===== src/verilog/pcie_rd_pkg.sv =====
`default_nettype none

package pcie_rd_pkg;

    // Address bus, dword granular from bit 2 up
    localparam int ADDR_W = 32;

    // AXI length field, transfers are len + 1 dwords
    localparam int AXI_LEN_W = 4;

    // TLP length field, a value of 0 stands for 1024 dwords
    localparam int TLP_LEN_W = 10;
    localparam int LEN_CNT_W = TLP_LEN_W + 1;

    // Max Read Request code, 0 to 5 for 128 to 4096 bytes
    localparam int MRR_CODE_W = 3;
    localparam logic [MRR_CODE_W-1:0] MRR_CODE_MAX = 3'd5;
    localparam int MRR_MIN_DW = 32;

    // Idle cycles the merge stage waits after each accepted command
    localparam int MERGE_WINDOW = 4;
    localparam int MERGE_WIN_W = $clog2(MERGE_WINDOW + 1);

    // 4 KB page in dwords
    localparam int PAGE_DW = 1024;
    localparam int PAGE_OFS_W = $clog2(PAGE_DW);
    localparam int PAGE_LSB = PAGE_OFS_W + 2;

    // Request size in dwords for a Max Read Request code
    function automatic logic [LEN_CNT_W-1:0] mrr_dwords(input logic [MRR_CODE_W-1:0] code);
        logic [MRR_CODE_W-1:0] code_sat;
        code_sat = (code > MRR_CODE_MAX) ? MRR_CODE_MAX : code;
        return LEN_CNT_W'(MRR_MIN_DW) << code_sat;
    endfunction

endpackage

`default_nettype wire


===== src/verilog/rd_csr_pkg.sv =====
`default_nettype none

package rd_csr_pkg;

    // Wishbone data path and decoded byte address bits
    localparam int CSR_ADDR_W = 4;
    localparam int CSR_DATA_W = 32;
    localparam int CSR_SEL_W = CSR_DATA_W / 8;

    // Register offsets
    localparam logic [CSR_ADDR_W-1:0] CSR_CTRL = 4'h0;
    localparam logic [CSR_ADDR_W-1:0] CSR_CMD_CNT = 4'h4;
    localparam logic [CSR_ADDR_W-1:0] CSR_TLP_CNT = 4'h8;

    // CTRL fields
    localparam int CTRL_MRR_LSB = 0;
    localparam int CTRL_MRR_MSB = 2;
    localparam int CTRL_MERGE_BIT = 4;

    // CTRL reset values
    localparam logic [CTRL_MRR_MSB-CTRL_MRR_LSB:0] CTRL_MRR_RST = '0;
    localparam logic CTRL_MERGE_RST = 1'b0;

endpackage

`default_nettype wire


===== src/verilog/rd_cmd_if.sv =====
`timescale 1ns/1ps
`default_nettype none

// Read request of a start address and a dword length
interface rd_cmd_if import pcie_rd_pkg::*; ();

    logic                 valid;
    logic                 ready;
    logic [ADDR_W-1:2]    addr;
    // 1 to 1024 dwords, 1024 encoded as 0
    logic [TLP_LEN_W-1:0] len;

    modport src (
        output valid,
        input  ready,
        output addr,
        output len
    );

    modport dst (
        input  valid,
        output ready,
        input  addr,
        input  len
    );

endinterface

`default_nettype wire


===== src/verilog/rd_req_merge.sv =====
`timescale 1ns/1ps
`default_nettype none

module rd_req_merge import pcie_rd_pkg::*; (
    input  wire                 clk,
    input  wire                 rst,
    input  wire                 merge_en,
    input  wire                 axi_ar_valid,
    output logic                axi_ar_ready,
    input  wire [ADDR_W-1:2]    axi_ar_addr,
    input  wire [AXI_LEN_W-1:0] axi_ar_len,
    rd_cmd_if.src               cmd
);

    logic                    held;
    logic                    held_rel;
    logic [MERGE_WIN_W-1:0]  win_cnt;

    logic [ADDR_W-1:2]       held_addr;
    logic [TLP_LEN_W-1:0]    held_len;
    logic [PAGE_OFS_W-1:0]   held_end;

    logic [TLP_LEN_W-1:0]    axi_dw;
    logic                    can_merge;
    logic                    load;
    logic                    cmd_fire;

    // AXI length field to a dword count
    assign axi_dw = {{(TLP_LEN_W-AXI_LEN_W){1'b0}}, axi_ar_len} + TLP_LEN_W'(1);

    // Contiguous in the same page, and the held end is not a page boundary
    assign can_merge = merge_en && held && !held_rel && axi_ar_valid &&
                       (axi_ar_addr[ADDR_W-1:PAGE_LSB] == held_addr[ADDR_W-1:PAGE_LSB]) &&
                       (axi_ar_addr[PAGE_LSB-1:2] == held_end) &&
                       (held_end != '0);

    always_comb begin
        if (held) begin
            // Release on window expiry or when a non-mergeable command waits
            cmd.valid    = !can_merge &&
                           (held_rel || !merge_en || (win_cnt == '0) || axi_ar_valid);
            cmd.addr     = held_addr;
            cmd.len      = held_len;
            axi_ar_ready = can_merge;
        end else begin
            // Pass-through path when merging is off
            cmd.valid    = !merge_en && axi_ar_valid;
            cmd.addr     = axi_ar_addr;
            cmd.len      = axi_dw;
            axi_ar_ready = merge_en || cmd.ready;
        end
    end

    assign cmd_fire = cmd.valid && cmd.ready;

    // Commands go into the holding register only with merging on
    assign load = axi_ar_valid && axi_ar_ready && merge_en;

    always_ff @(posedge clk) begin
        if (rst) begin
            held     <= 1'b0;
            held_rel <= 1'b0;
            win_cnt  <= '0;
        end else begin
            if (cmd_fire) begin
                held     <= 1'b0;
                held_rel <= 1'b0;
            end else if (held && cmd.valid) begin
                // Once offered, the request stays frozen until taken
                held_rel <= 1'b1;
            end
            if (load) begin
                held <= 1'b1;
            end

            if (load) begin
                win_cnt <= MERGE_WIN_W'(MERGE_WINDOW);
            end else if (win_cnt != '0) begin
                win_cnt <= win_cnt - 1'b1;
            end
        end
    end

    always_ff @(posedge clk) begin
        if (load) begin
            if (held) begin
                held_len <= held_len + axi_dw;
                held_end <= held_end + axi_dw;
            end else begin
                held_addr <= axi_ar_addr;
                held_len  <= axi_dw;
                // Wraps to 0 when the command ends on a page boundary
                held_end  <= axi_ar_addr[PAGE_LSB-1:2] + axi_dw;
            end
        end
    end

endmodule

`default_nettype wire


===== src/verilog/rd_req_split.sv =====
`timescale 1ns/1ps
`default_nettype none

module rd_req_split import pcie_rd_pkg::*; (
    input  wire                  clk,
    input  wire                  rst,
    input  wire [MRR_CODE_W-1:0] mrr_code,
    rd_cmd_if.dst                req,
    output logic                 tlp_h_valid,
    input  wire                  tlp_h_ready,
    output logic [ADDR_W-1:2]    tlp_h_addr,
    output logic [TLP_LEN_W-1:0] tlp_h_len
);

    // Progress of the request in flight
    logic [ADDR_W-1:2]    nxt_addr;
    logic [LEN_CNT_W-1:0] rem;
    logic [LEN_CNT_W-1:0] size_q;

    logic                 req_fire;
    logic                 hdr_adv;
    logic                 last_out;

    logic [LEN_CNT_W-1:0] req_cnt;
    logic [ADDR_W-1:2]    src_addr;
    logic [LEN_CNT_W-1:0] src_rem;
    logic [LEN_CNT_W-1:0] src_size;
    logic [LEN_CNT_W-1:0] src_ofs;
    logic [LEN_CNT_W-1:0] to_bound;
    logic [LEN_CNT_W-1:0] chunk;

    // Final header of the current request leaves this cycle
    assign last_out  = tlp_h_valid && tlp_h_ready && (rem == '0);

    assign req.ready = !tlp_h_valid || last_out;
    assign req_fire  = req.valid && req.ready;
    assign hdr_adv   = tlp_h_valid && tlp_h_ready && (rem != '0);

    // Length 0 on the interface means 1024
    assign req_cnt = {(req.len == '0), req.len};

    // Start a new request or continue the current one
    always_comb begin
        if (req_fire) begin
            src_addr = req.addr;
            src_rem  = req_cnt;
            src_size = mrr_dwords(mrr_code);
        end else begin
            src_addr = nxt_addr;
            src_rem  = rem;
            src_size = size_q;
        end
    end

    // Dwords up to the next size aligned boundary
    assign src_ofs  = {1'b0, src_addr[PAGE_LSB-1:2]} & (src_size - LEN_CNT_W'(1));
    assign to_bound = src_size - src_ofs;
    assign chunk    = (src_rem < to_bound) ? src_rem : to_bound;

    always_ff @(posedge clk) begin
        if (rst) begin
            tlp_h_valid <= 1'b0;
        end else if (req_fire) begin
            tlp_h_valid <= 1'b1;
        end else if (last_out) begin
            tlp_h_valid <= 1'b0;
        end
    end

    always_ff @(posedge clk) begin
        if (req_fire || hdr_adv) begin
            tlp_h_addr <= src_addr;
            // A full 1024 dword header encodes as 0
            tlp_h_len  <= chunk[TLP_LEN_W-1:0];
            nxt_addr   <= src_addr + (ADDR_W-2)'(chunk);
            rem        <= src_rem - chunk;
            size_q     <= src_size;
        end
    end

endmodule

`default_nettype wire


===== src/verilog/rd_req_csr.sv =====
`timescale 1ns/1ps
`default_nettype none

module rd_req_csr import pcie_rd_pkg::*; import rd_csr_pkg::*; (
    input  wire                   clk,
    input  wire                   rst,
    input  wire                   wb_cyc,
    input  wire                   wb_stb,
    input  wire                   wb_we,
    input  wire [CSR_ADDR_W-1:0]  wb_adr,
    input  wire [CSR_DATA_W-1:0]  wb_dat_w,
    input  wire [CSR_SEL_W-1:0]   wb_sel,
    output logic [CSR_DATA_W-1:0] wb_dat_r,
    output logic                  wb_ack,
    input  wire                   cmd_fire,
    input  wire                   tlp_fire,
    output logic [MRR_CODE_W-1:0] mrr_code,
    output logic                  merge_en
);

    logic                  wb_req;
    logic                  ctrl_wr;
    logic [MRR_CODE_W-1:0] wr_code;
    logic [CSR_DATA_W-1:0] ctrl_val;
    logic [CSR_DATA_W-1:0] rd_val;

    logic [CSR_DATA_W-1:0] cmd_cnt;
    logic [CSR_DATA_W-1:0] tlp_cnt;

    // New classic cycle seen while ack is still low
    assign wb_req  = wb_cyc && wb_stb && !wb_ack;

    // Control fields all sit in byte lane 0
    assign ctrl_wr = wb_req && wb_we && wb_sel[0] && (wb_adr == CSR_CTRL);

    assign wr_code = wb_dat_w[CTRL_MRR_MSB:CTRL_MRR_LSB];

    always_comb begin
        ctrl_val = '0;
        ctrl_val[CTRL_MRR_MSB:CTRL_MRR_LSB] = mrr_code;
        ctrl_val[CTRL_MERGE_BIT] = merge_en;
    end

    always_comb begin
        case (wb_adr)
            CSR_CTRL:    rd_val = ctrl_val;
            CSR_CMD_CNT: rd_val = cmd_cnt;
            CSR_TLP_CNT: rd_val = tlp_cnt;
            default:     rd_val = '0;
        endcase
    end

    always_ff @(posedge clk) begin
        if (rst) begin
            wb_ack   <= 1'b0;
            mrr_code <= CTRL_MRR_RST;
            merge_en <= CTRL_MERGE_RST;
        end else begin
            wb_ack <= wb_req;
            if (ctrl_wr) begin
                // Codes past 4096 bytes saturate
                mrr_code <= (wr_code > MRR_CODE_MAX) ? MRR_CODE_MAX : wr_code;
                merge_en <= wb_dat_w[CTRL_MERGE_BIT];
            end
        end
    end

    // Event counters wrap at 32 bits
    always_ff @(posedge clk) begin
        if (rst) begin
            cmd_cnt <= '0;
            tlp_cnt <= '0;
        end else begin
            if (cmd_fire) begin
                cmd_cnt <= cmd_cnt + 1'b1;
            end
            if (tlp_fire) begin
                tlp_cnt <= tlp_cnt + 1'b1;
            end
        end
    end

    always_ff @(posedge clk) begin
        if (wb_req) begin
            wb_dat_r <= rd_val;
        end
    end

endmodule

`default_nettype wire


===== src/verilog/pcie_rd_req_top.sv =====
`timescale 1ns/1ps
`default_nettype none

module pcie_rd_req_top import pcie_rd_pkg::*; import rd_csr_pkg::*; (
    input  wire                  clk,
    input  wire                  rst,

    // AXI read command
    input  wire                  axi_ar_valid,
    output wire                  axi_ar_ready,
    input  wire [ADDR_W-1:2]     axi_ar_addr,
    input  wire [AXI_LEN_W-1:0]  axi_ar_len,

    // TLP read header
    output wire                  tlp_h_valid,
    input  wire                  tlp_h_ready,
    output wire [ADDR_W-1:2]     tlp_h_addr,
    output wire [TLP_LEN_W-1:0]  tlp_h_len,

    // Wishbone classic slave
    input  wire                  wb_cyc,
    input  wire                  wb_stb,
    input  wire                  wb_we,
    input  wire [CSR_ADDR_W-1:0] wb_adr,
    input  wire [CSR_DATA_W-1:0] wb_dat_w,
    input  wire [CSR_SEL_W-1:0]  wb_sel,
    output wire [CSR_DATA_W-1:0] wb_dat_r,
    output wire                  wb_ack
);

    wire [MRR_CODE_W-1:0] mrr_code;
    wire                  merge_en;
    wire                  cmd_fire;
    wire                  tlp_fire;

    // Event strobes for the counters
    assign cmd_fire = axi_ar_valid && axi_ar_ready;
    assign tlp_fire = tlp_h_valid && tlp_h_ready;

    rd_cmd_if cmd_if ();

    rd_req_merge i_merge (
        .clk          (clk),
        .rst          (rst),
        .merge_en     (merge_en),
        .axi_ar_valid (axi_ar_valid),
        .axi_ar_ready (axi_ar_ready),
        .axi_ar_addr  (axi_ar_addr),
        .axi_ar_len   (axi_ar_len),
        .cmd          (cmd_if.src)
    );

    rd_req_split i_split (
        .clk         (clk),
        .rst         (rst),
        .mrr_code    (mrr_code),
        .req         (cmd_if.dst),
        .tlp_h_valid (tlp_h_valid),
        .tlp_h_ready (tlp_h_ready),
        .tlp_h_addr  (tlp_h_addr),
        .tlp_h_len   (tlp_h_len)
    );

    rd_req_csr i_csr (
        .clk      (clk),
        .rst      (rst),
        .wb_cyc   (wb_cyc),
        .wb_stb   (wb_stb),
        .wb_we    (wb_we),
        .wb_adr   (wb_adr),
        .wb_dat_w (wb_dat_w),
        .wb_sel   (wb_sel),
        .wb_dat_r (wb_dat_r),
        .wb_ack   (wb_ack),
        .cmd_fire (cmd_fire),
        .tlp_fire (tlp_fire),
        .mrr_code (mrr_code),
        .merge_en (merge_en)
    );

endmodule

`default_nettype wire


===== config.mk =====
export PLATFORM = sky130hd
export DESIGN_NAME = pcie_rd_req_top
export DESIGN_NICKNAME = d
export VERILOG_FILES = /design/src/verilog/pcie_rd_pkg.sv /design/src/verilog/rd_csr_pkg.sv /design/src/verilog/rd_cmd_if.sv /design/src/verilog/rd_req_merge.sv /design/src/verilog/rd_req_split.sv /design/src/verilog/rd_req_csr.sv /design/src/verilog/pcie_rd_req_top.sv
export SDC_FILE = /design/constraint.sdc
export NUM_CORES = 1
export LEC_CHECK = 0
export ABC_CLOCK_PERIOD_IN_PS = 8250
export BUFFER_PORTS_ARGS = -buffer_cell sky130_fd_sc_hd__buf_2
export CORE_MARGIN = 1
export CORE_UTILIZATION = 45
export DETAILED_ROUTE_END_ITERATION = 12
export PLACE_DENSITY_LB_ADDON = 0.3
export SLEW_MARGIN = 10
export SYNTH_ARGS = -nofsm -noshare
export SYNTH_HDL_FRONTEND = slang
export SYNTH_SLANG_ARGS = --single-unit

===== constraint.sdc =====
create_clock -name clk -period 8.25 [get_ports clk]
set_clock_uncertainty 0.2 [all_clocks]
set_input_delay 0.4125 -clock clk [delete_from_list [all_inputs] [get_ports clk]]
set_output_delay 0.4125 -clock clk [all_outputs]
set_load 0.02 [all_outputs]

# Yosys cells after proc, flatten, opt, wreduce, memory -nomap -nowiden
# Cells that the tools add are included.
totals:
  register_bits: 249
  in_bits: 81
classes:
  shifts: 1
  muxes: 19
  order_cmp: 3
  n_bitwise: 1
  n_eq_ne: 4
  addsub: 11
  n_reduce_logical: 43
op_table:
  columns: ["op", "n"]
  rows:
  - ["one-hot mux 32 bit (3 select lines)", 1]
  - ["adder 32 x 1 -> 32 bit (second input constant)", 2]
  - ["two-way mux 30 bit", 2]
  - ["two-way mux 11 bit", 3]
  - ["adder 10 bit", 3]
  - ["adder 30 x 11 -> 30 bit", 1]
  - ["two-way mux 10 bit", 3]
  - ["subtractor 11 bit", 2]
  - ["equality test 20 bit", 1]
  - ["logical AND 1 bit", 20]
  - ["two-way mux 3 bit", 4]
  - ["AND 10 x 11 -> 11 bit", 1]
  - ["zero test 11 bit", 1]
  - ["less-than comparator 11 bit", 1]
  - ["nonzero test 11 bit", 1]
  - ["<< shifter 6 x 3 -> 11 bit (first input constant)", 1]
  - ["subtractor 11 x 1 -> 11 bit (second input constant)", 1]
  - ["equality test 10 bit", 1]
  - ["zero test 10 bit", 1]
  - ["nonzero test 10 bit", 1]
  - ["> comparator 3 bit (second input constant)", 2]
  - ["logical OR 1 bit", 6]
  - ["two-way mux 1 bit", 6]
  - ["nonzero test 2 bit", 3]
  - ["other kinds (9)", 14]

# Depth between registers and ports, before layout
# Gate-level depths: netlist of the first run.
logic_depth:
  word_depth: 17
  ltp_mapped: 48
  ltp_nobuf: 43

# By module
# A second synthesis of the first run with hierarchy kept.
unflattened:
  hier_cells: 1348
  area_unflattened_um2: 13984.7
modules_own_cells:
  columns: ["mod", "cells_per_inst", "instances", "area_each_um2", "seq_area_each_um2"]
  rows:
  - ["rd_req_split", 611, 1, 6179.7, 2782.7]
  - ["rd_req_csr", 446, 1, 4471.8, 2342.2]
  - ["rd_req_merge", 289, 1, 3320.7, 1601.5]
  - ["pcie_rd_req_top", 2, 1, 12.5, 0.0]

# Worst setup path before layout of the first run
# Ideal clock, no wire load.
synth_path:
  kind: "register -> register"
  from: "register i_merge.win_cnt[0]"
  to: "register i_split.nxt_addr[30] (netlist bit) (data pin)"
  arrival_ns: 8.553
  setup_slack_ns: -0.764
  n_path_buf: 6
  setup_time_ns: 0.261
  stages_incl_launch_ff: 47
  cell_sequence: "dfxtp_1 -> inv_1 -> ha_1 -> nor2b_1 -> or4b_1 -> and3_4 -> a21o_4 -> nor2_4 -> buf_6 -> buf_6 -> clkbuf_1 -> clkbuf_1 -> nand2_1 -> ha_1 -> nand2b_1 -> a21o_1 -> a21oi_1 -> a2111oi_0 -> [... 11 more ...] -> a41o_1 -> buf_2 -> buf_2 -> mux2i_1 -> ha_1 -> inv_1 -> fa_1 -> nor2b_1 -> o21ai_0 -> a21boi_0 -> o21ai_0 -> a21boi_0 -> o21ai_0 -> a21boi_0 -> o31a_1 -> o21a_1 -> nand3_1 -> xnor2_1"
synth_via:
  elab_chain_len: 13
  elab_cells_between_ends: 15
  classes_between: "3 x add/sub; 1 x order compare; 5 x mux; 1 x bitwise; 5 x reduce/logical"
synth_rtl:
  columns: ["item", "line", "rtl"]
  rows:
  - ["from (decl)", "rd_req_merge.sv:17", "logic [MERGE_WIN_W-1:0] win_cnt;"]
  - ["from (signal assigned)", "rd_req_merge.sv:77", "win_cnt <= MERGE_WIN_W'(MERGE_WINDOW);"]
  - ["from (signal assigned)", "rd_req_merge.sv:79", "win_cnt <= win_cnt - 1'b1;"]
  - ["zero test 3 bit *", "rd_req_merge.sv:41", "(held_rel || !merge_en || (win_cnt == '0) || axi_ar_valid);"]
  - ["logical OR 1 bit * (2 in a row)", "rd_req_merge.sv:41", null]
  - ["logical AND 1 bit *", "rd_req_merge.sv:40", "cmd.valid = !can_merge &&"]
  - ["two-way mux 1 bit *", "rd_req_merge.sv:38", "if (held) begin"]
  - ["logical AND 1 bit *", "rd_req_split.sv:36", "assign req_fire = req.valid && req.ready;"]
  - ["two-way mux 11 bit", "rd_req_split.sv:44", "if (req_fire) begin"]
  - ["subtractor 11 x 1 -> 11 bit", "rd_req_split.sv:56", "assign src_ofs = {1'b0, src_addr[PAGE_LSB-1:2]} & (src_size - LEN_CNT_W'(1));"]
  - ["AND 10 x 11 -> 11 bit", "rd_req_split.sv:56", null]
  - ["subtractor 11 bit", "rd_req_split.sv:57", "assign to_bound = src_size - src_ofs;"]
  - ["less-than comparator 11 bit", "rd_req_split.sv:58", "assign chunk = (src_rem < to_bound) ? src_rem : to_bound;"]
  - ["two-way mux 11 bit *", "rd_req_split.sv:58", null]
  - ["via i_split.chunk[0]", "rd_req_split.sv:30", "logic [LEN_CNT_W-1:0] chunk;"]
  - ["adder 30 x 11 -> 30 bit *", "rd_req_split.sv:75", "nxt_addr <= src_addr + (ADDR_W-2)'(chunk);"]
  - ["to (signal assigned)", "rd_req_split.sv:75", null]
  - ["to (decl)", "rd_req_split.sv:16", "logic [ADDR_W-1:2] nxt_addr;"]
# The timed path passes the listed nets; every way through them passes the cells marked *.
# A chain may end at the register's enable or synchronous reset.

# Final worst setup path of the first run
layout_path:
  from: "register i_merge.held_end[0]"
  to: "register i_split.nxt_addr[24] (netlist bit) (data pin)"
layout_via:
  elab_chain_len: 14
  elab_cells_between_ends: 17
  classes_between: "3 x add/sub; 1 x order compare; 1 x eq/ne; 5 x mux; 1 x bitwise; 6 x reduce/logical"
layout_rtl:
  columns: ["item", "line", "rtl"]
  rows:
  - ["from (decl)", "rd_req_merge.sv:21", "logic [PAGE_OFS_W-1:0] held_end;"]
  - ["from (signal assigned)", "rd_req_merge.sv:88", "held_end <= held_end + axi_dw;"]
  - ["from (signal assigned)", "rd_req_merge.sv:93", "held_end <= axi_ar_addr[PAGE_LSB-1:2] + axi_dw;"]
  - ["equality test 10 bit", "rd_req_merge.sv:34", "(axi_ar_addr[PAGE_LSB-1:2] == held_end) &&"]
  - ["logical AND 1 bit", "rd_req_merge.sv:33", "(axi_ar_addr[ADDR_W-1:PAGE_LSB] == held_addr[ADDR_W-1:PAGE_LSB]) &&"]
  - ["logical AND 1 bit *", "rd_req_merge.sv:34", null]
  - ["zero test 1 bit *", "rd_req_merge.sv:40", null]
  - ["logical AND 1 bit *", "rd_req_merge.sv:40", null]
  - ["two-way mux 1 bit *", "rd_req_merge.sv:38", null]
  - ["logical AND 1 bit *", "rd_req_split.sv:36", null]
  - ["two-way mux 11 bit", "rd_req_split.sv:44", null]
  - ["subtractor 11 x 1 -> 11 bit", "rd_req_split.sv:56", null]
  - ["AND 10 x 11 -> 11 bit", "rd_req_split.sv:56", null]
  - ["subtractor 11 bit", "rd_req_split.sv:57", null]
  - ["less-than comparator 11 bit", "rd_req_split.sv:58", null]
  - ["two-way mux 11 bit *", "rd_req_split.sv:58", null]
  - ["via i_split.chunk[0]", "rd_req_split.sv:30", null]
  - ["adder 30 x 11 -> 30 bit *", "rd_req_split.sv:75", null]
# Marks and branches as above.

==> flow_metrics.env, run 1 <==
export IMPL_ys_ff_latch=249
export IMPL_clockBufferDepth=3
export IMPL_r2r_setup_slack_ns=0.17
export IMPL_start_kind="flop"
export IMPL_stdcell_area_mm2=0.01658
export IMPL_tightestPinTransition_ns=1.030
export IMPL_antenna_left=0
export IMPL_min_period_over_period_pct=97.93
export IMPL_drv_slew=0
export IMPL_grt_start_max_net_pins=76
export IMPL_final_nets=1642
export IMPL_syn_num_nets=1468
export IMPL_startpoint="i_merge.held_end[0]"
export IMPL_crit_fanout=7
export IMPL_root_buffer="clkbuf_16"
export IMPL_dieArea_mm2=0.03140
export IMPL_r2r_start="i_merge.held_end[0]"
export IMPL_drc=0
export IMPL_rsz0062_at_grt="true"
export IMPL_rows=63
export IMPL_outcome="completed"
export IMPL_numCtsBuffers=28
export IMPL_numClockSinks=249
export IMPL_pre_cts_ws_ns=-0.1825
export IMPL_hold_viol_final=0
export IMPL_synth_edf_count=174
export IMPL_grt_pass1_wl_um=51540
export IMPL_grtUsageTotal_pct=20.78
export IMPL_syn_area_mm2=0.01381
export IMPL_cpPeakStageDelay_ns=0.44
export IMPL_fin_ws_ns=0.1709
export IMPL_synth_area_leaders="edfxtp_1, dfxtp_1, xor2_1"
export IMPL_hold_path_class="primary input to flop"
export IMPL_vias=10540
export IMPL_period_minus_slack_ns=8.079
export IMPL_power_leakage_uw=0.006454
export IMPL_end_kind="flop"
export IMPL_die_w_um=177.2
export IMPL_path_class="flop to flop"
export IMPL_place_detailed_hpwl_um=23540
export IMPL_crit_arrival_ns=8.17
export IMPL_synth_warnings=0
export IMPL_avgViaCountPerCell=5.494
export IMPL_cts_tree="yes"
export IMPL_critPathRequiredTime_ns=8.34
export IMPL_place_area_mm2=0.01511
export IMPL_chipHeight_um=177.2
export IMPL_core_mm2=0.02995
export IMPL_grt_pass1_vias=9980
export IMPL_place_inst=1846
export IMPL_h_tree_depth=1
export IMPL_detail_route_wl_per_cell_um=17.28
export IMPL_finalSetupViolCount=0
export IMPL_start_util_pct=46.12
export IMPL_place_congestion=0.8616
export IMPL_power_density_mw_per_mm2=320.3
export IMPL_grt_ovfl_total=0
export IMPL_drv_cap=0
export IMPL_final_core_util_pct=55.34
export IMPL_synthFlopType="edfxtp_1"
export IMPL_clock_fmax_mhz=123.8
export IMPL_ys_seq_area_share_pct=48.69
export IMPL_synthArstFlopShare_pct=0
export IMPL_fin_tns_setup_ns=0
export IMPL_endpoint="i_split.nxt_addr[24]"
export IMPL_peakVddDrop_mv=0.2348
export IMPL_drt_first_pass_iters=6
export IMPL_final_cells=1919
export IMPL_netlist_instances=1334
export IMPL_reg2reg_to="i_split.nxt_addr[24]"
export IMPL_syn_area_per_cell_um2=10.36
export IMPL_wl_um=33170
export IMPL_initialDrtViolationCount=835
export IMPL_r2r_cells=39
export IMPL_path_clk_slew_ns=0.06
export IMPL_maxSlewHeadroom_pct=31.05
export IMPL_drive_above_1_share_pct=22.77
export IMPL_yosys_area_top_type="edfxtp_1"
export IMPL_synth_top_cell_area_share_pct=37.82
export IMPL_area_delta_synth_final_pct=19.99
export IMPL_grt_antenna_before_repair=1
export IMPL_io_pins=156
export IMPL_clk_insertion_delay_late_ns=0.55
export IMPL_slowest_stage="edfxtp_1"
export IMPL_ys_types=83
export IMPL_fill_cells=2602
export IMPL_portBuffers=124
==> worst min-delay path by stage <==
stage / depth (start not counted) / to / from
3_3_place_gp: 1 / i_csr.wb_ack / i_csr.wb_ack
2_1_floorplan: 2 / i_csr.tlp_cnt[21] / i_csr.tlp_cnt[21]
5_1_grt: 3 / i_csr.wb_ack / wb_cyc
3_5_place_dp: 1 / i_csr.wb_ack / i_csr.wb_ack
4_1_cts: 3 / i_csr.wb_ack / wb_cyc
6_report: 3 / i_csr.wb_ack / wb_cyc
==> critical path, delay by kind of cell (launching register included) <==
family	cells	cell delay [ns]
adders and majority gates	4	1.16
and+or+nand+nor	9	1.59
DFF	1	0.44
AOI/OAI and AO/OA	19	3.12
buffers and inverters	2	0.19
xor gates and xnor gates	3	0.58
muxes	2	0.52
==> power breakdown <==
group | switching [uW] | internal (uW) | total [uW]
Clock | 502 | 762 | 1260
Combinational | 1280 | 1050 | 2330
Sequential | 84.5 | 1630 | 1710
==> layer usage <==
layer  up-vias  global-route usage (%)  share of wire [%]
met1      5011                   28.78                 45
met3        58                   2.405                5.7
met5         -                       0                  0
li1       5154                       -                  -
met2       320                   33.95                 47
met4         0                   6.286                2.5
==> cell usage in the layout, fill, tap and decap left out, drive strengths merged, types with 6 or more instances in the layout <==
cell    count
mux2i      26
clkinv      9
nand4      19
or3         9
inv        64
nor4       19
a31oi      12
nor3       19
ha         49
and2       11
nor2b      16
dfxtp      75
nand3      37
o21ai      48
nor2      167
buf       188
a21o       27
a21oi      70
a22o       29
nand2     111
a211oi      6
mux2       26
edfxtp    174
and3       25
xnor2      54
clkbuf     33
and4        8
xor2       91
nand2b     12
o21a       11
==> cells in the mapped netlist (5+ instances only) <==
cell / instances
or3_1: 9
nor2_1: 166
and2_1: 11
o21a_1: 10
clkbuf_1: 31
xor2_1: 91
a22o_1: 29
ha_1: 49
dfxtp_1: 75
nor4_1: 18
nand4_1: 19
nand2_1: 110
mux2i_1: 24
and3_1: 24
a21oi_1: 66
xnor2_1: 54
a21o_1: 26
edfxtp_1: 174
a211oi_1: 6
a31oi_1: 12
nor3_1: 18
mux2_2: 26
nor2b_1: 16
inv_1: 64
buf_2: 8
nand2b_1: 12
buf_1: 5
nand3_1: 37
and4_1: 8
o21ai_0: 42
==> timing repair <==
item	in CTS	in global routing
endpoints found under the hold margin	5	0
endpoints found under the setup margin	18	23
resized for setup	8	63
pin swaps	3	48
buffers inserted	3	14
hold buffers	5	0
==> cell families (layout without fill, tap and decap cells) <==
| group | after synthesis | count (layout) | share of synthesized area [%] |
|---|---|---|---|
| xor+xnor | 145 | 145 | 9.193 |
| flops | 249 | 249 | 48.69 |
| fa+ha+maj | 53 | 53 | 5.018 |
| buf+inv | 113 | 307 | 3.387 |
| other cells | 0 | 1 | 0 |
| simple gates | 473 | 473 | 16.57 |
| compound gates | 249 | 249 | 13.08 |
| mux | 52 | 52 | 4.058 |
==> final cells by class <==
type | instances | area [um^2] | area share (%)
tap | 390 | 488.0 | 2.944
timing repair buffer | 193 | 1159 | 6.990
inverter | 64 | 240.2 | 1.449
multi-input combinational | 972 | 7028 | 42.40
clock inverter | 17 | 188.9 | 1.140
antenna | 1 | 2.502 | 0.01510
clock buffer | 33 | 740.7 | 4.469
sequential | 249 | 6729 | 40.59
==> state kept, by name, indices dropped and copies added, names as in the netlist, 3 cells and up <==
name and flops:
i_csr.cmd_cnt 32, i_csr.tlp_cnt 32, i_csr.wb_dat_r 32, i_merge.held_addr 30, i_split.nxt_addr 30, i_split.tlp_h_addr 30
i_split.rem 11, i_split.size_q 11, i_merge.held_end 10, i_merge.held_len 10, i_split.tlp_h_len 10, i_csr.mrr_code 3
i_merge.win_cnt 3
==> metrics by stage <==
step | hold slack [ns] | power, uW
finish | 0.007385 | 5310
global route | 0.01557 | 5632
CTS | 0.004786 | 5122
detailed placement | 0.2772 | 3784
global placement | 0.2597 | 3737
floorplan | 0.2656 | 3187
Power figures use the tool's default switching activity.
==> inputs of run 2 (changes only) <==
--- a/config.mk
+++ b/config.mk
@@ -5,12 +5,13 @@
 export SDC_FILE = /design/constraint.sdc
 export NUM_CORES = 1
 export LEC_CHECK = 0
+export ABC_AREA = 1
 export ABC_CLOCK_PERIOD_IN_PS = 8250
 export BUFFER_PORTS_ARGS = -buffer_cell sky130_fd_sc_hd__buf_2
 export CORE_MARGIN = 1
 export CORE_UTILIZATION = 45
 export DETAILED_ROUTE_END_ITERATION = 12
-export PLACE_DENSITY_LB_ADDON = 0.3
+export PLACE_DENSITY = 0.75
 export SLEW_MARGIN = 10
 export SYNTH_ARGS = -nofsm -noshare
 export SYNTH_HDL_FRONTEND = slang
==> flow_metrics.env, run 2 <==
export IMPL_yosys_area_top_type="edfxtp_1"
export IMPL_synthFlopType="edfxtp_1"
export IMPL_drv_cap=0
export IMPL_r2r_setup_slack_ns=0.63
export IMPL_die_w_um=178.3
export IMPL_drive_above_1_share_pct=15.91
export IMPL_startpoint="axi_ar_addr[25]"
export IMPL_cts_tree="yes"
export IMPL_place_detailed_hpwl_um=24160
export IMPL_power_density_mw_per_mm2=304.4
export IMPL_reg_largest_list="i_csr.cmd_cnt: 32 flops, i_csr.tlp_cnt: 32 flops, i_csr.wb_dat_r: 32 flops"
export IMPL_drv_slew=0
export IMPL_crit_family="simple AND/OR/NAND/NOR gates"
export IMPL_syn_area_per_cell_um2=8.488
export IMPL_root_buffer="clkbuf_16"
export IMPL_start_util_pct=45.73
export IMPL_fill_cells=2785
export IMPL_synth_top_cell_area_share_pct=37.35
export IMPL_synth_area_leaders="edfxtp_1, dfxtp_1, nand2_1"
export IMPL_grtUsageTotal_pct=21.06
export IMPL_stdcell_area_mm2=0.01617
export IMPL_critPathRequiredTime_ns=8.37
export IMPL_final_nets=1929
export IMPL_final_common_cell="nand2_1"
export IMPL_core_mm2=0.03059
export IMPL_drc=0
export IMPL_min_period_over_period_pct=93.39
export IMPL_path_class="primary input to flop"
export IMPL_clk_insertion_delay_late_ns=0.56
export IMPL_grt_antenna_before_repair=0
export IMPL_peakVddDrop_mv=0.2645
export IMPL_crit_cells=50
export IMPL_final_cell_mix="nand2_1, inv_1, edfxtp_1"
export IMPL_rows=64
export IMPL_ys_ff_latch=249
export IMPL_chipHeight_um=178.3
export IMPL_dieArea_mm2=0.03179
export IMPL_grt_ovfl_total=0
export IMPL_antenna_cells=0
export IMPL_syn_area_mm2=0.01399
export IMPL_area_delta_synth_final_pct=15.60
export IMPL_io_pins=156
export IMPL_tightestPinTransition_ns=0.9704
export IMPL_r2r_start="i_merge.held_end[0]"
export IMPL_r2r_cells=46
export IMPL_grt_pass1_wl_um=53560
export IMPL_regArea_mm2=0.006728
export IMPL_slowest_stage="dlygate4sd3_1"
export IMPL_maxSlewHeadroom_pct=35.06
export IMPL_power_leakage_uw=0.006540
export IMPL_avgViaCountPerCell=5.235
export IMPL_yosysMostFrequentCell="nand2_1"
export IMPL_endpoint="i_split.nxt_addr[26]"
export IMPL_finalPower_uw=4922
export IMPL_ys_types=60
export IMPL_ys_seq_area_share_pct=48.09
export IMPL_hold_path_class="primary input to flop"
export IMPL_portBuffers=124
export IMPL_h_tree_depth=1
export IMPL_syn_num_nets=1782
export IMPL_clock_fmax_mhz=129.8
export IMPL_synthArstFlopShare_pct=0
export IMPL_wl_um=33250
export IMPL_finalSetupViolCount=0
export IMPL_numCtsBuffers=27
export IMPL_path_clk_slew_ns=0.06
export IMPL_crit_arrival_ns=7.82
export IMPL_grt_pass1_vias=11150
export IMPL_synth_edf_count=174
export IMPL_initialDrtViolationCount=750
export IMPL_numClockSinks=249
export IMPL_outcome="completed"
export IMPL_netlist_instances=1648
export IMPL_vias=11580
export IMPL_crit_top_cell="nand2_1"
export IMPL_reg2reg_to="i_split.nxt_addr[26]"
export IMPL_crit_buf_inv=5
export IMPL_clockBufferDepth=3
export IMPL_crit_fanout=13
export IMPL_detail_route_wl_per_cell_um=15.03
export IMPL_period_minus_slack_ns=7.704
export IMPL_cpPeakStageDelay_ns=0.55
export IMPL_start_kind="primary input"
export IMPL_place_congestion=0.9197
export IMPL_hold_viol_final=0
export IMPL_synth_commonest_cells="nand2_1, inv_1, edfxtp_1"
export IMPL_holdCritStartpoint="axi_ar_addr[24]"
export IMPL_grt_start_max_net_pins=75
export IMPL_drt_first_pass_iters=5
export IMPL_place_area_mm2=0.01503
export IMPL_multi_input_area_mm2=0.006236
export IMPL_antenna_left=0
export IMPL_synth_warnings=0
export IMPL_end_kind="flop"
-- run 2: changes by cell type after synthesis, sizes merged, moves of 21 or more --
cell   before  now
inv        64  248
mux2       26    0
a21o       27    1
xor2       91   48
nand3      37   61
nor3       19   40
o22ai       0   27
nand2     111  385
o21ai      48  115
a22o       29    0
xnor2      54   29
and3       25    3
mux2i      26    0
-- run 2: power by group --
| part | switching (uW) | total [uW] | internal [uW] | leakage, uW |
|---|---|---|---|---|
| Sequential | 49.8 | 1690 | 1640 | 0.00225 |
| Combinational | 1270 | 2040 | 772 | 0.00386 |
| Clock | 498 | 1190 | 696 | 0.000422 |
-- run 2: metal layers --
layer / part of all wire [%] / up-vias / track usage [%] / wire length [um]
met2: 47 / 345 / 36.11 / 15790
met4: 3.3 / 0 / 7.698 / 1093
li1: - / 5785 / - / -
met1: 43 / 5374 / 26.89 / 14350
met3: 6.1 / 75 / 3.090 / 2012
met5: 0 / - / 0 / 0
-- run 2: worst min-delay path by stage --
| stage | cells past startpoint | slack (ns) | endpoint |
|---|---|---|---|
| after floorplan | 2 | 0.25 | i_merge.held_rel |
| after global placement | 1 | 0.25 | i_csr.wb_ack |
| after detailed placement | 1 | 0.27 | i_csr.wb_ack |
| after CTS | 3 | 0.005 | i_merge.held_addr[24] |
| after global routing | 3 | 0.03 | i_merge.held_addr[3] |
| final | 3 | 0.02 | i_merge.held_addr[24] |
-- run 2: kinds of logic (layout without fill, tap and decap cells) --
logic type / count (synthesis) / in the layout / synth area share (%)
and+or+nand+nor: 714 / 714 / 22.80
buffers and inverters: 286 / 454 / 8.104
AOI/OAI and AO/OA: 269 / 269 / 11.23
DFF: 249 / 249 / 48.09
xor gates and xnor gates: 77 / 77 / 4.821
adders and majority gates: 53 / 53 / 4.955
-- run 2: stage by stage --
stage	setup TNS (ns)	hold WS, ns	std cells	setup slack (ns)	util (%)
5_1_grt	-0.007263	0.03450	2212	-0.007263	52.86
3_5_place_dp	0	0.2729	2143	0.09638	49.15
2_1_floorplan	0	0.2475	1648	0.2477	-
3_3_place_gp	0	0.2492	2143	0.3151	49.15
6_report	0	0.01788	2212	0.5457	52.86
4_1_cts	0	0.005316	2209	0.09671	52.50
-- run 2: area by class of cell --
cell class	instances	share of cell area [%]
multi-input cells	1113	38.56
clock buffers	40	4.666
clock inverters	10	0.6809
well taps	396	3.064
flip-flops and latches	249	41.60
repair buffers	156	5.648
inverters	248	5.772
-- run 2: what timing repair did --
action	4_1_cts	5_1_grt
buffers inserted	0	3
endpoints found under the hold margin	13	0
gates resized for setup	0	21
setup endpoints to repair	0	14
hold buffers	16	0
-- run 2: worst reg2reg max path, delay by kind of cell, from the launching register on --
family | cells | cell delay (ns)
AOI/OAI and AO/OA | 11 | 1.94
and+or+nand+nor | 25 | 2.68
buffers and inverters | 4 | 0.49
DFF | 1 | 0.43
adders and majority gates | 4 | 1.17
xor gates and xnor gates | 2 | 0.46
